<file path="config.mk">
export PLATFORM = sky130hd
export DESIGN_NAME = noc_fabric
export DESIGN_NICKNAME = d
export VERILOG_FILES = /design/src/hdl/noc_pkg.sv /design/src/hdl/vc_buffer.sv /design/src/hdl/credit_counter.sv /design/src/hdl/switch_allocator.sv /design/src/hdl/noc_switch.sv /design/src/hdl/noc_fabric.sv
export SDC_FILE = /design/constraint.sdc
export NUM_CORES = 2
export LEC_CHECK = 0
export BUFFER_PORTS_ARGS = -buffer_cell sky130_fd_sc_hd__buf_2
export CORE_UTILIZATION = 45
export CTS_BUF_LIST = sky130_fd_sc_hd__clkbuf_8
export DETAILED_ROUTE_END_ITERATION = 10
export GPL_ROUTABILITY_DRIVEN = 0
export SLEW_MARGIN = 40
export SYNTH_ARGS = -nofsm -noshare
export SYNTH_HDL_FRONTEND = slang
export SYNTH_SLANG_ARGS = --single-unit
</file>
<file path="constraint.sdc">
create_clock -name clk -period 8.7 [get_ports clk]
set_clock_uncertainty 0.1 [all_clocks]
set_input_delay 1.305 -clock clk [delete_from_list [all_inputs] [get_ports clk]]
set_output_delay 1.305 -clock clk [all_outputs]
set_load 0.005 [all_outputs]
</file>
<file path="src/hdl/noc_pkg.sv">
package noc_pkg;

    localparam int NUM_NODES = 4;
    localparam int NUM_VCS   = 2;

    typedef logic [$clog2(NUM_NODES)-1:0] node_id_t;  // Node n of the network is index n-1.
    typedef logic [$clog2(NUM_VCS)-1:0]   vc_id_t;
    typedef logic [15:0]                  payload_t;
    typedef logic [1:0]                   port_id_t;  // Router port index, port 0 is local.

    // A packet is one flit, so head, body and tail are the same word.
    typedef struct packed {
        vc_id_t   vc;
        node_id_t dest;
        node_id_t src;
        payload_t payload;
    } flit_t;

    // Dimension-free routing for the fixed ring 1,2 -> 3 -> 4 -> 1,2.
    // Only node 4 has a second network output, which leads to node 2.
    function automatic port_id_t route_port(input node_id_t node,
                                            input int       num_outports,
                                            input node_id_t dest);
        if (dest == node) begin
            return port_id_t'(0);
        end
        if (node == node_id_t'(3) && dest == node_id_t'(1) && num_outports > 2) begin
            return port_id_t'(2);
        end
        return port_id_t'(1);
    endfunction

endpackage

</file>
<file path="src/hdl/vc_buffer.sv">
`timescale 1ns/100ps

module vc_buffer #(
    parameter int BUFFER_SIZE = 8
) (
    input  logic                         clk,
    input  logic                         rst_n,
    input  noc_pkg::flit_t               in,
    input  logic                         in_valid,
    input  logic [noc_pkg::NUM_VCS-1:0]  pop,
    output noc_pkg::flit_t               head [noc_pkg::NUM_VCS-1:0],
    output logic [noc_pkg::NUM_VCS-1:0]  head_valid,
    output logic [noc_pkg::NUM_VCS-1:0]  buffer_available
);
    import noc_pkg::*;

    localparam int PTR_W = (BUFFER_SIZE > 1) ? $clog2(BUFFER_SIZE) : 1;
    localparam int CNT_W = $clog2(BUFFER_SIZE + 1);

    for (genvar v = 0; v < NUM_VCS; v++) begin : g_vc
        flit_t            mem [BUFFER_SIZE];
        logic [PTR_W-1:0] wr_ptr;
        logic [PTR_W-1:0] rd_ptr;
        logic [CNT_W-1:0] count;
        logic             push;

        assign push = in_valid && (in.vc == vc_id_t'(v));  // The flit's own VC picks the FIFO.

        always_ff @(posedge clk or negedge rst_n) begin
            if (!rst_n) begin
                wr_ptr <= '0;
                rd_ptr <= '0;
                count  <= '0;
            end else begin
                if (push) begin
                    wr_ptr <= (wr_ptr == PTR_W'(BUFFER_SIZE - 1)) ? '0 : wr_ptr + 1'b1;
                end
                if (pop[v]) begin
                    rd_ptr <= (rd_ptr == PTR_W'(BUFFER_SIZE - 1)) ? '0 : rd_ptr + 1'b1;
                end
                case ({push, pop[v]})
                    2'b10:   count <= count + 1'b1;
                    2'b01:   count <= count - 1'b1;
                    default: count <= count;
                endcase
            end
        end

        always_ff @(posedge clk) begin
            if (push) begin
                mem[wr_ptr] <= in;
            end
        end

        assign head[v]       = mem[rd_ptr];
        assign head_valid[v] = (count != '0);
    end

    // Every slot freed by a read goes back upstream as one credit, one cycle later.
    always_ff @(posedge clk or negedge rst_n) begin
        if (!rst_n) begin
            buffer_available <= '0;
        end else begin
            buffer_available <= pop & head_valid;
        end
    end

endmodule

</file>
<file path="src/hdl/credit_counter.sv">
`timescale 1ns/100ps

module credit_counter #(
    parameter int BUFFER_SIZE = 8
) (
    input  logic                         clk,
    input  logic                         rst_n,
    input  logic                         sent,
    input  noc_pkg::vc_id_t              sent_vc,
    input  logic [noc_pkg::NUM_VCS-1:0]  credit_in,
    output logic [noc_pkg::NUM_VCS-1:0]  has_credit
);
    import noc_pkg::*;

    localparam int CNT_W = $clog2(BUFFER_SIZE + 1);

    for (genvar v = 0; v < NUM_VCS; v++) begin : g_vc
        logic [CNT_W-1:0] count;  // Free slots in the downstream FIFO of this VC.
        logic             take;

        assign take = sent && (sent_vc == vc_id_t'(v));

        always_ff @(posedge clk or negedge rst_n) begin
            if (!rst_n) begin
                count <= CNT_W'(BUFFER_SIZE);
            end else begin
                // A send and a returning credit in the same cycle cancel out.
                case ({take, credit_in[v]})
                    2'b10:   count <= count - 1'b1;
                    2'b01:   count <= count + 1'b1;
                    default: count <= count;
                endcase
            end
        end

        assign has_credit[v] = (count != '0);
    end

endmodule

</file>
<file path="src/hdl/switch_allocator.sv">
`timescale 1ns/100ps

module switch_allocator #(
    parameter int NUM_INPORTS  = 2,
    parameter int NUM_OUTPORTS = 2
) (
    input  logic                         clk,
    input  logic                         rst_n,
    input  logic [noc_pkg::NUM_VCS-1:0]  req_valid [NUM_INPORTS-1:0],
    input  noc_pkg::port_id_t            req_port  [NUM_INPORTS-1:0][noc_pkg::NUM_VCS-1:0],
    input  logic [noc_pkg::NUM_VCS-1:0]  out_ready [NUM_OUTPORTS-1:0],
    output logic [noc_pkg::NUM_VCS-1:0]  grant     [NUM_INPORTS-1:0]
);
    import noc_pkg::*;

    // Requesters are numbered input-major, so index i*NUM_VCS+v is input i, VC v.
    localparam int NUM_REQ = NUM_INPORTS * NUM_VCS;
    localparam int IDX_W   = $clog2(NUM_REQ);

    logic [IDX_W-1:0]        ptr     [NUM_OUTPORTS-1:0];  // Highest priority requester.
    logic [IDX_W-1:0]        win_idx [NUM_OUTPORTS-1:0];
    logic [NUM_OUTPORTS-1:0] win_valid;

    // Outputs are served in order. An input already granted to a lower
    // output is masked for the rest, so it pops at most one VC per cycle.
    always_comb begin
        logic [NUM_INPORTS-1:0] taken;
        int                     idx;
        int                     in_sel;
        int                     vc_sel;

        taken = '0;
        for (int i = 0; i < NUM_INPORTS; i++) begin
            grant[i] = '0;
        end

        for (int o = 0; o < NUM_OUTPORTS; o++) begin
            win_valid[o] = 1'b0;
            win_idx[o]   = '0;
            for (int k = 0; k < NUM_REQ; k++) begin
                idx = int'(ptr[o]) + k;
                if (idx >= NUM_REQ) begin
                    idx = idx - NUM_REQ;
                end
                in_sel = idx / NUM_VCS;
                vc_sel = idx % NUM_VCS;
                if (!win_valid[o] && !taken[in_sel]
                        && req_valid[in_sel][vc_sel]
                        && (req_port[in_sel][vc_sel] == port_id_t'(o))
                        && out_ready[o][vc_sel]) begin
                    win_valid[o]             = 1'b1;
                    win_idx[o]               = IDX_W'(idx);
                    grant[in_sel][vc_sel]    = 1'b1;
                    taken[in_sel]            = 1'b1;
                end
            end
        end
    end

    // The winner drops to lowest priority on its output.
    always_ff @(posedge clk or negedge rst_n) begin
        if (!rst_n) begin
            for (int o = 0; o < NUM_OUTPORTS; o++) begin
                ptr[o] <= '0;
            end
        end else begin
            for (int o = 0; o < NUM_OUTPORTS; o++) begin
                if (win_valid[o]) begin
                    ptr[o] <= (win_idx[o] == IDX_W'(NUM_REQ - 1)) ? '0 : win_idx[o] + 1'b1;
                end
            end
        end
    end

endmodule

</file>
<file path="src/hdl/noc_switch.sv">
`timescale 1ns/100ps

module noc_switch #(
    parameter int                NUM_INPORTS  = 2,
    parameter int                NUM_OUTPORTS = 2,
    parameter int                BUFFER_SIZE  = 8,
    parameter noc_pkg::node_id_t NODE         = '0
) (
    input  logic                         clk,
    input  logic                         rst_n,
    input  noc_pkg::flit_t               in               [NUM_INPORTS-1:0],
    input  logic [NUM_INPORTS-1:0]       data_ready_in,
    input  logic                         packet_sent,
    input  logic [noc_pkg::NUM_VCS-1:0]  credit_in        [NUM_OUTPORTS-1:1],
    output noc_pkg::flit_t               out              [NUM_OUTPORTS-1:0],
    output logic [NUM_OUTPORTS-1:0]      data_ready_out,
    output logic [noc_pkg::NUM_VCS-1:0]  buffer_available [NUM_INPORTS-1:0]
);
    import noc_pkg::*;

    flit_t               head       [NUM_INPORTS-1:0][NUM_VCS-1:0];
    logic [NUM_VCS-1:0]  head_valid [NUM_INPORTS-1:0];
    port_id_t            req_port   [NUM_INPORTS-1:0][NUM_VCS-1:0];
    logic [NUM_VCS-1:0]  out_ready  [NUM_OUTPORTS-1:0];
    logic [NUM_VCS-1:0]  grant      [NUM_INPORTS-1:0];
    logic [NUM_OUTPORTS-1:0] out_load;
    flit_t               load_flit  [NUM_OUTPORTS-1:0];
    logic                local_free;

    for (genvar i = 0; i < NUM_INPORTS; i++) begin : g_in
        vc_buffer #(
            .BUFFER_SIZE(BUFFER_SIZE)
        ) i_vc_buffer (
            .clk             (clk),
            .rst_n           (rst_n),
            .in              (in[i]),
            .in_valid        (data_ready_in[i]),
            .pop             (grant[i]),
            .head            (head[i]),
            .head_valid      (head_valid[i]),
            .buffer_available(buffer_available[i])
        );
    end

    always_comb begin
        for (int i = 0; i < NUM_INPORTS; i++) begin
            for (int v = 0; v < NUM_VCS; v++) begin
                req_port[i][v] = route_port(NODE, NUM_OUTPORTS, head[i][v].dest);
            end
        end
    end

    // The endpoint has no credits. Its register is free when empty or draining now.
    assign local_free   = !data_ready_out[0] || packet_sent;
    assign out_ready[0] = {NUM_VCS{local_free}};

    for (genvar o = 1; o < NUM_OUTPORTS; o++) begin : g_credit
        credit_counter #(
            .BUFFER_SIZE(BUFFER_SIZE)
        ) i_credit_counter (
            .clk       (clk),
            .rst_n     (rst_n),
            .sent      (out_load[o]),
            .sent_vc   (load_flit[o].vc),
            .credit_in (credit_in[o]),
            .has_credit(out_ready[o])
        );
    end

    switch_allocator #(
        .NUM_INPORTS (NUM_INPORTS),
        .NUM_OUTPORTS(NUM_OUTPORTS)
    ) i_switch_allocator (
        .clk      (clk),
        .rst_n    (rst_n),
        .req_valid(head_valid),
        .req_port (req_port),
        .out_ready(out_ready),
        .grant    (grant)
    );

    // At most one grant targets each output, so this is a plain mux.
    always_comb begin
        for (int o = 0; o < NUM_OUTPORTS; o++) begin
            out_load[o]  = 1'b0;
            load_flit[o] = '0;
            for (int i = 0; i < NUM_INPORTS; i++) begin
                for (int v = 0; v < NUM_VCS; v++) begin
                    if (grant[i][v] && (req_port[i][v] == port_id_t'(o))) begin
                        out_load[o]  = 1'b1;
                        load_flit[o] = head[i][v];
                    end
                end
            end
        end
    end

    always_ff @(posedge clk) begin
        for (int o = 0; o < NUM_OUTPORTS; o++) begin
            if (out_load[o]) begin
                out[o] <= load_flit[o];
            end
        end
    end

    always_ff @(posedge clk or negedge rst_n) begin
        if (!rst_n) begin
            data_ready_out <= '0;
        end else begin
            for (int o = 0; o < NUM_OUTPORTS; o++) begin
                if (o == 0) begin
                    data_ready_out[o] <= out_load[o] || (data_ready_out[o] && !packet_sent);
                end else begin
                    data_ready_out[o] <= out_load[o];  // Links carry a one-cycle strobe.
                end
            end
        end
    end

endmodule

</file>
<file path="src/hdl/noc_fabric.sv">
`timescale 1ns/100ps

module noc_fabric #(
    parameter int BUFFER_SIZE = 8
) (
    input  logic           clk,
    input  logic           rst_n,
    input  noc_pkg::flit_t in_flit          [noc_pkg::NUM_NODES-1:0],
    input  logic           data_ready_in    [noc_pkg::NUM_NODES-1:0],
    input  logic           packet_sent      [noc_pkg::NUM_NODES-1:0],
    output noc_pkg::flit_t out              [noc_pkg::NUM_NODES-1:0],
    output logic           data_ready_out   [noc_pkg::NUM_NODES-1:0],
    output logic           buffer_available [noc_pkg::NUM_VCS*noc_pkg::NUM_NODES-1:0]
);
    import noc_pkg::*;

    // Node 1 (index 0) takes its endpoint and node 4's port 1, and feeds node 3.
    flit_t              r0_in       [1:0];
    logic [1:0]         r0_valid_in;
    flit_t              r0_out      [1:0];
    logic [1:0]         r0_valid_out;
    logic [NUM_VCS-1:0] r0_ba       [1:0];
    logic [NUM_VCS-1:0] r0_credit   [1:1];

    // Node 2 (index 1) takes its endpoint and node 4's port 2, and feeds node 3.
    flit_t              r1_in       [1:0];
    logic [1:0]         r1_valid_in;
    flit_t              r1_out      [1:0];
    logic [1:0]         r1_valid_out;
    logic [NUM_VCS-1:0] r1_ba       [1:0];
    logic [NUM_VCS-1:0] r1_credit   [1:1];

    // Node 3 (index 2) merges nodes 1 and 2 and feeds node 4.
    flit_t              r2_in       [2:0];
    logic [2:0]         r2_valid_in;
    flit_t              r2_out      [1:0];
    logic [1:0]         r2_valid_out;
    logic [NUM_VCS-1:0] r2_ba       [2:0];
    logic [NUM_VCS-1:0] r2_credit   [1:1];

    // Node 4 (index 3) fans out to nodes 1 and 2.
    flit_t              r3_in       [1:0];
    logic [1:0]         r3_valid_in;
    flit_t              r3_out      [2:0];
    logic [2:0]         r3_valid_out;
    logic [NUM_VCS-1:0] r3_ba       [1:0];
    logic [NUM_VCS-1:0] r3_credit   [2:1];

    assign r0_in[0]    = in_flit[0];
    assign r0_in[1]    = r3_out[1];
    assign r0_valid_in = {r3_valid_out[1], data_ready_in[0]};
    assign r0_credit[1] = r2_ba[1];

    assign r1_in[0]    = in_flit[1];
    assign r1_in[1]    = r3_out[2];
    assign r1_valid_in = {r3_valid_out[2], data_ready_in[1]};
    assign r1_credit[1] = r2_ba[2];

    assign r2_in[0]    = in_flit[2];
    assign r2_in[1]    = r0_out[1];
    assign r2_in[2]    = r1_out[1];
    assign r2_valid_in = {r1_valid_out[1], r0_valid_out[1], data_ready_in[2]};
    assign r2_credit[1] = r3_ba[1];

    assign r3_in[0]    = in_flit[3];
    assign r3_in[1]    = r2_out[1];
    assign r3_valid_in = {r2_valid_out[1], data_ready_in[3]};
    assign r3_credit[1] = r0_ba[1];
    assign r3_credit[2] = r1_ba[1];

    noc_switch #(.NUM_INPORTS(2), .NUM_OUTPORTS(2), .BUFFER_SIZE(BUFFER_SIZE), .NODE(2'd0))
    i_switch0 (.clk(clk), .rst_n(rst_n), .in(r0_in), .data_ready_in(r0_valid_in),
               .packet_sent(packet_sent[0]), .credit_in(r0_credit), .out(r0_out),
               .data_ready_out(r0_valid_out), .buffer_available(r0_ba));

    noc_switch #(.NUM_INPORTS(2), .NUM_OUTPORTS(2), .BUFFER_SIZE(BUFFER_SIZE), .NODE(2'd1))
    i_switch1 (.clk(clk), .rst_n(rst_n), .in(r1_in), .data_ready_in(r1_valid_in),
               .packet_sent(packet_sent[1]), .credit_in(r1_credit), .out(r1_out),
               .data_ready_out(r1_valid_out), .buffer_available(r1_ba));

    noc_switch #(.NUM_INPORTS(3), .NUM_OUTPORTS(2), .BUFFER_SIZE(BUFFER_SIZE), .NODE(2'd2))
    i_switch2 (.clk(clk), .rst_n(rst_n), .in(r2_in), .data_ready_in(r2_valid_in),
               .packet_sent(packet_sent[2]), .credit_in(r2_credit), .out(r2_out),
               .data_ready_out(r2_valid_out), .buffer_available(r2_ba));

    noc_switch #(.NUM_INPORTS(2), .NUM_OUTPORTS(3), .BUFFER_SIZE(BUFFER_SIZE), .NODE(2'd3))
    i_switch3 (.clk(clk), .rst_n(rst_n), .in(r3_in), .data_ready_in(r3_valid_in),
               .packet_sent(packet_sent[3]), .credit_in(r3_credit), .out(r3_out),
               .data_ready_out(r3_valid_out), .buffer_available(r3_ba));

    assign out[0] = r0_out[0];
    assign out[1] = r1_out[0];
    assign out[2] = r2_out[0];
    assign out[3] = r3_out[0];

    assign data_ready_out[0] = r0_valid_out[0];
    assign data_ready_out[1] = r1_valid_out[0];
    assign data_ready_out[2] = r2_valid_out[0];
    assign data_ready_out[3] = r3_valid_out[0];

    // Endpoint credits are grouped by node, VC 0 lowest within each group.
    for (genvar v = 0; v < NUM_VCS; v++) begin : g_local_credit
        assign buffer_available[0*NUM_VCS + v] = r0_ba[0][v];
        assign buffer_available[1*NUM_VCS + v] = r1_ba[0][v];
        assign buffer_available[2*NUM_VCS + v] = r2_ba[0][v];
        assign buffer_available[3*NUM_VCS + v] = r3_ba[0][v];
    end

endmodule

</file>
==> out/metrics.csv <==
stage,metric,value,unit
sta,Tmin final,8.53,ns
global_route,initial antenna violation count,36,
synthesis,"FF+latch count, synth",3480,
critical_path,CP max-delay cell,or4_4,
synthesis,"Primary FF master, synth",edfxtp_1,
critical_path,startpoint types,flop,
status,outcome,"finished, final reports clean",
global_route,gr usage total,22.7,%
synthesis,Gate Count Post-Synth,8630,
clocking,TritonCTS clock tree,done,
global_route,GRT overflow,0,
sta,"Hold Vio Cnt, Final",0,
clocking,Num Clock Sinks,3480,
sta,Max Fclk,117,MHz
die,Rows,212,
clocking,worst skew pair latency,1.17,ns
clocking,H-tree levels,6,
run,Max Cap Viol,0,
placed_design,input/output buffers,189,
synthesis,synthesized area,151000,um^2
synthesis,YS warnings,0,
sta,Slew HR,34.5,%
drt,1st-pass router iterations,8,
synthesis,"Async S/R FF share, synth",7.67,%
drt,Vias,85028,
synthesis,sequential share of the synthesized area,68.3,%
die,Die Ht,581,um
die,die width,581,um
critical_path,crit-path leading delay family,compound AO/OA/AOI/OAI gates,
hold_path,Hold Path Class,reg2reg,
finish,Layout Nets,9872,
drt,post-DR wirelength/cell,27.3,um
synthesis,number of synthesized flops with an enable pin,3213,
clocking,"Reg clk slew, reported paths",0.07,ns
sta,final worst path period share,98.1,%
clocking,clock root buffer,clkbuf_8,
sta,Slew Limit Fails,0,
critical_path,critical path peak fanout,9,
finish,area delta synth->final,13.8,%
critical_path,critical path arrival,9.51,ns
sta,actual slew at the worst max-slew pin,0.972,ns
critical_path,critical path class,reg2reg,
critical_path,CP endpoint kind,flop,
drt,Vias/cell,5.96,
die,I/O pins,190,
global_route,vias in the first global route,85830,
drt,Post-DRT Antenna Nets,0,
critical_path,CP most frequent cell,buf_4,
finish,share of cells above drive strength 1,28.3,%
clocking,CTS max path bufs,4,
synthesis,"Avg Cell Area, Syn",17.5,um^2
global_route,global-route wire length before repair,572000,um
critical_path,CP Data Required Time,9.67,ns
drt,DR iter-0 viols,8926,
critical_path,Worst Path Buf+Inv,8,
drt,# DRC,0,
die,Core Area,334000,um^2
global_route,largest net degree at the start of global routing,99,
placed_design,detailed placement HPWL,258000,um
die,die area,338000,um^2
sta,setup_tns,0,ns
die,Starting Density,45.3,%
clocking,CTS Buf Count,575,
critical_path,CP max stage delay,0.51,ns
sta,setup violators final,0,
synthesis,post-synth cell types,120,
drt,final WL,389000,um
[registers in the layout (all words and copies together), names as in the netlist, 12 cells and up]
| signal | count |
|---|---|
| i_switch0.g_in.i_vc_buffer.g_vc.count | 16 |
| i_switch0.g_in.i_vc_buffer.g_vc.mem | 672 |
| i_switch0.g_in.i_vc_buffer.g_vc.rd_ptr | 12 |
| i_switch0.g_in.i_vc_buffer.g_vc.wr_ptr | 12 |
| i_switch0.out | 42 |
| i_switch1.g_in.i_vc_buffer.g_vc.count | 16 |
| i_switch1.g_in.i_vc_buffer.g_vc.mem | 672 |
| i_switch1.g_in.i_vc_buffer.g_vc.rd_ptr | 12 |
| i_switch1.g_in.i_vc_buffer.g_vc.wr_ptr | 12 |
| i_switch1.out | 42 |
| i_switch2.g_in.i_vc_buffer.g_vc.count | 24 |
| i_switch2.g_in.i_vc_buffer.g_vc.mem | 1008 |
| i_switch2.g_in.i_vc_buffer.g_vc.rd_ptr | 18 |
| i_switch2.g_in.i_vc_buffer.g_vc.wr_ptr | 18 |
| i_switch2.out | 42 |
| i_switch3.g_credit.i_credit_counter.g_vc.count | 16 |
| i_switch3.g_in.i_vc_buffer.g_vc.count | 16 |
| i_switch3.g_in.i_vc_buffer.g_vc.mem | 672 |
| i_switch3.g_in.i_vc_buffer.g_vc.rd_ptr | 12 |
| i_switch3.g_in.i_vc_buffer.g_vc.wr_ptr | 12 |
| i_switch3.out | 63 |
[area by class of cell]
cell class	count	area (um^2)
Antenna cell	13	32.5
Clock buffer	601	8270
Clock inverter	435	2490
Fill cell	26887	162000
Inverter	198	743
Multi-Input combinational cell	4495	46500
Sequential cell	3480	103000
Tap cell	4387	5490
Timing Repair Buffer	649	5220
[Yosys cell counts, types with 28 or more instances]
cell type  number  area (um^2)
a211oi_1       57          428
clkbuf_1      245          920
and2_1         40          250
mux2_2        213         2400
xnor2_1        94          823
mux2i_1       259         2590
mux4_2        765        17200
nand2b_1       88          551
o22ai_1        55          344
o221ai_1       38          333
nor2_1        311         1170
xor2_1         59          517
nor2b_1        48          300
buf_1          87          327
a22oi_1        38          285
nand3b_1       39          293
fa_1           28          561
a221oi_1      138         1210
o21a_1         30          225
buf_4          79          593
nor4_1         70          438
o21ai_0       198          991
nand4_1        36          225
edfxtp_1     3213        96500
nand3_1       121          606
buf_2          55          275
ha_1          351         4390
a311oi_1       29          254
and3_1         45          282
or2_2          33          206
nor3_1        128          641
a21oi_1       174          871
a21o_1         52          390
or4_1          29          218
nor3b_1        33          248
nand2_1       446         1670
inv_1         192          721
dfrtp_1       257         6430
[layer usage]
metal / share of wire, % / global-route usage [%] / wire [um]
met5: 0.044 / 0 / 171
met2: 47 / 35.7 / 182000
met3: 7.2 / 3.99 / 27800
met1: 43 / 32.3 / 167000
met4: 3.0 / 6.87 / 11800
[cell families (layout without fill, tap and decap cells)]
kind of cell    Yosys count  in the layout  share of synthesized area, %
simple gates           1570           1570                          5.28
xor+xnor                153            153                         0.887
mux                    1241           1241                          14.7
other cells               2             34                       0.00497
compound gates         1131           1131                          5.56
flops                  3480           3480                          68.3
buf+inv                 674           1883                          1.96
fa+ha+maj               379            379                          3.28
[stage by stage]
stage | worst slack [ns] | cell area [um^2] | hold slack (ns) | util (%) | cells
5_1_grt | -0.157 | 172000 | 0.356 | 51.5 | 14249
6_report | 0.166 | 172000 | 0.368 | 51.5 | 14258
3_5_place_dp | -0.194 | 160000 | 0.354 | 47.8 | 13143
4_1_cts | 0.00368 | 171000 | 0.276 | 51.1 | 14187
3_3_place_gp | -0.0370 | 159000 | 0.363 | 47.7 | 13122
2_1_floorplan | 0.0311 | 151000 | 0.335 | - | 8649
[cell usage in the layout, fill, tap and decap left out, types with 55 or more instances in the layout]
cell type  count
inv_1        375
nand3_1      119
a211oi_1      55
clkbuf_8     601
ha_1         342
mux2_2       213
clkinv_1     113
a21oi_1      166
a221oi_1     129
xnor2_1       93
mux2i_1      248
mux4_2       765
edfxtp_1    3213
buf_2        192
clkinv_2      70
dfrtp_1      223
nand2_1      446
nor2_1       228
nor3_1        76
o21ai_0      195
buf_4        392
nand2b_1      86
xor2_1        58
[path summary, 6_finish.rpt]
path,depth (start not counted),start,slack (ns),to
max,39,i_switch2.i_switch_allocator.ptr[0]$_DFFE_PN0P_,0.17,flop
min,1,i_switch0.g_in[0].i_vc_buffer.g_vc[1].count[3]$_DFFE_PN0P_,0.37,i_switch0.g_in[0].i_vc_buffer.g_vc[1].count[3]$_DFFE_PN0P_
max reg2reg,39,i_switch2.i_switch_allocator.ptr[0]$_DFFE_PN0P_,0.17,flop
min reg2reg,1,i_switch0.g_in[0].i_vc_buffer.g_vc[1].count[3]$_DFFE_PN0P_,0.37,i_switch0.g_in[0].i_vc_buffer.g_vc[1].count[3]$_DFFE_PN0P_
max in group asynchronous,4,rst_n,5.90,i_switch0.g_in[0].i_vc_buffer.g_vc[0].rd_ptr[0]$_DFFE_PN0N_
min in group asynchronous,2,rst_n,0.65,i_switch3.g_in[0].i_vc_buffer.g_vc[0].wr_ptr[2]$_DFFE_PN0P_
[what timing repair did]
item | 4_1_cts | 5_1_grt
hold buffers | 1 | 0
pin swaps | 4 | 31
setup buffers | 7 | 26
resized for setup | 8 | 89
setup endpoints to repair | 4 | 18
hold endpoints to repair | 49 | 0
Power is left out: the tool's default activity adds up to more than one toggle a clock period on the data nets, which glitch-free logic cannot reach.
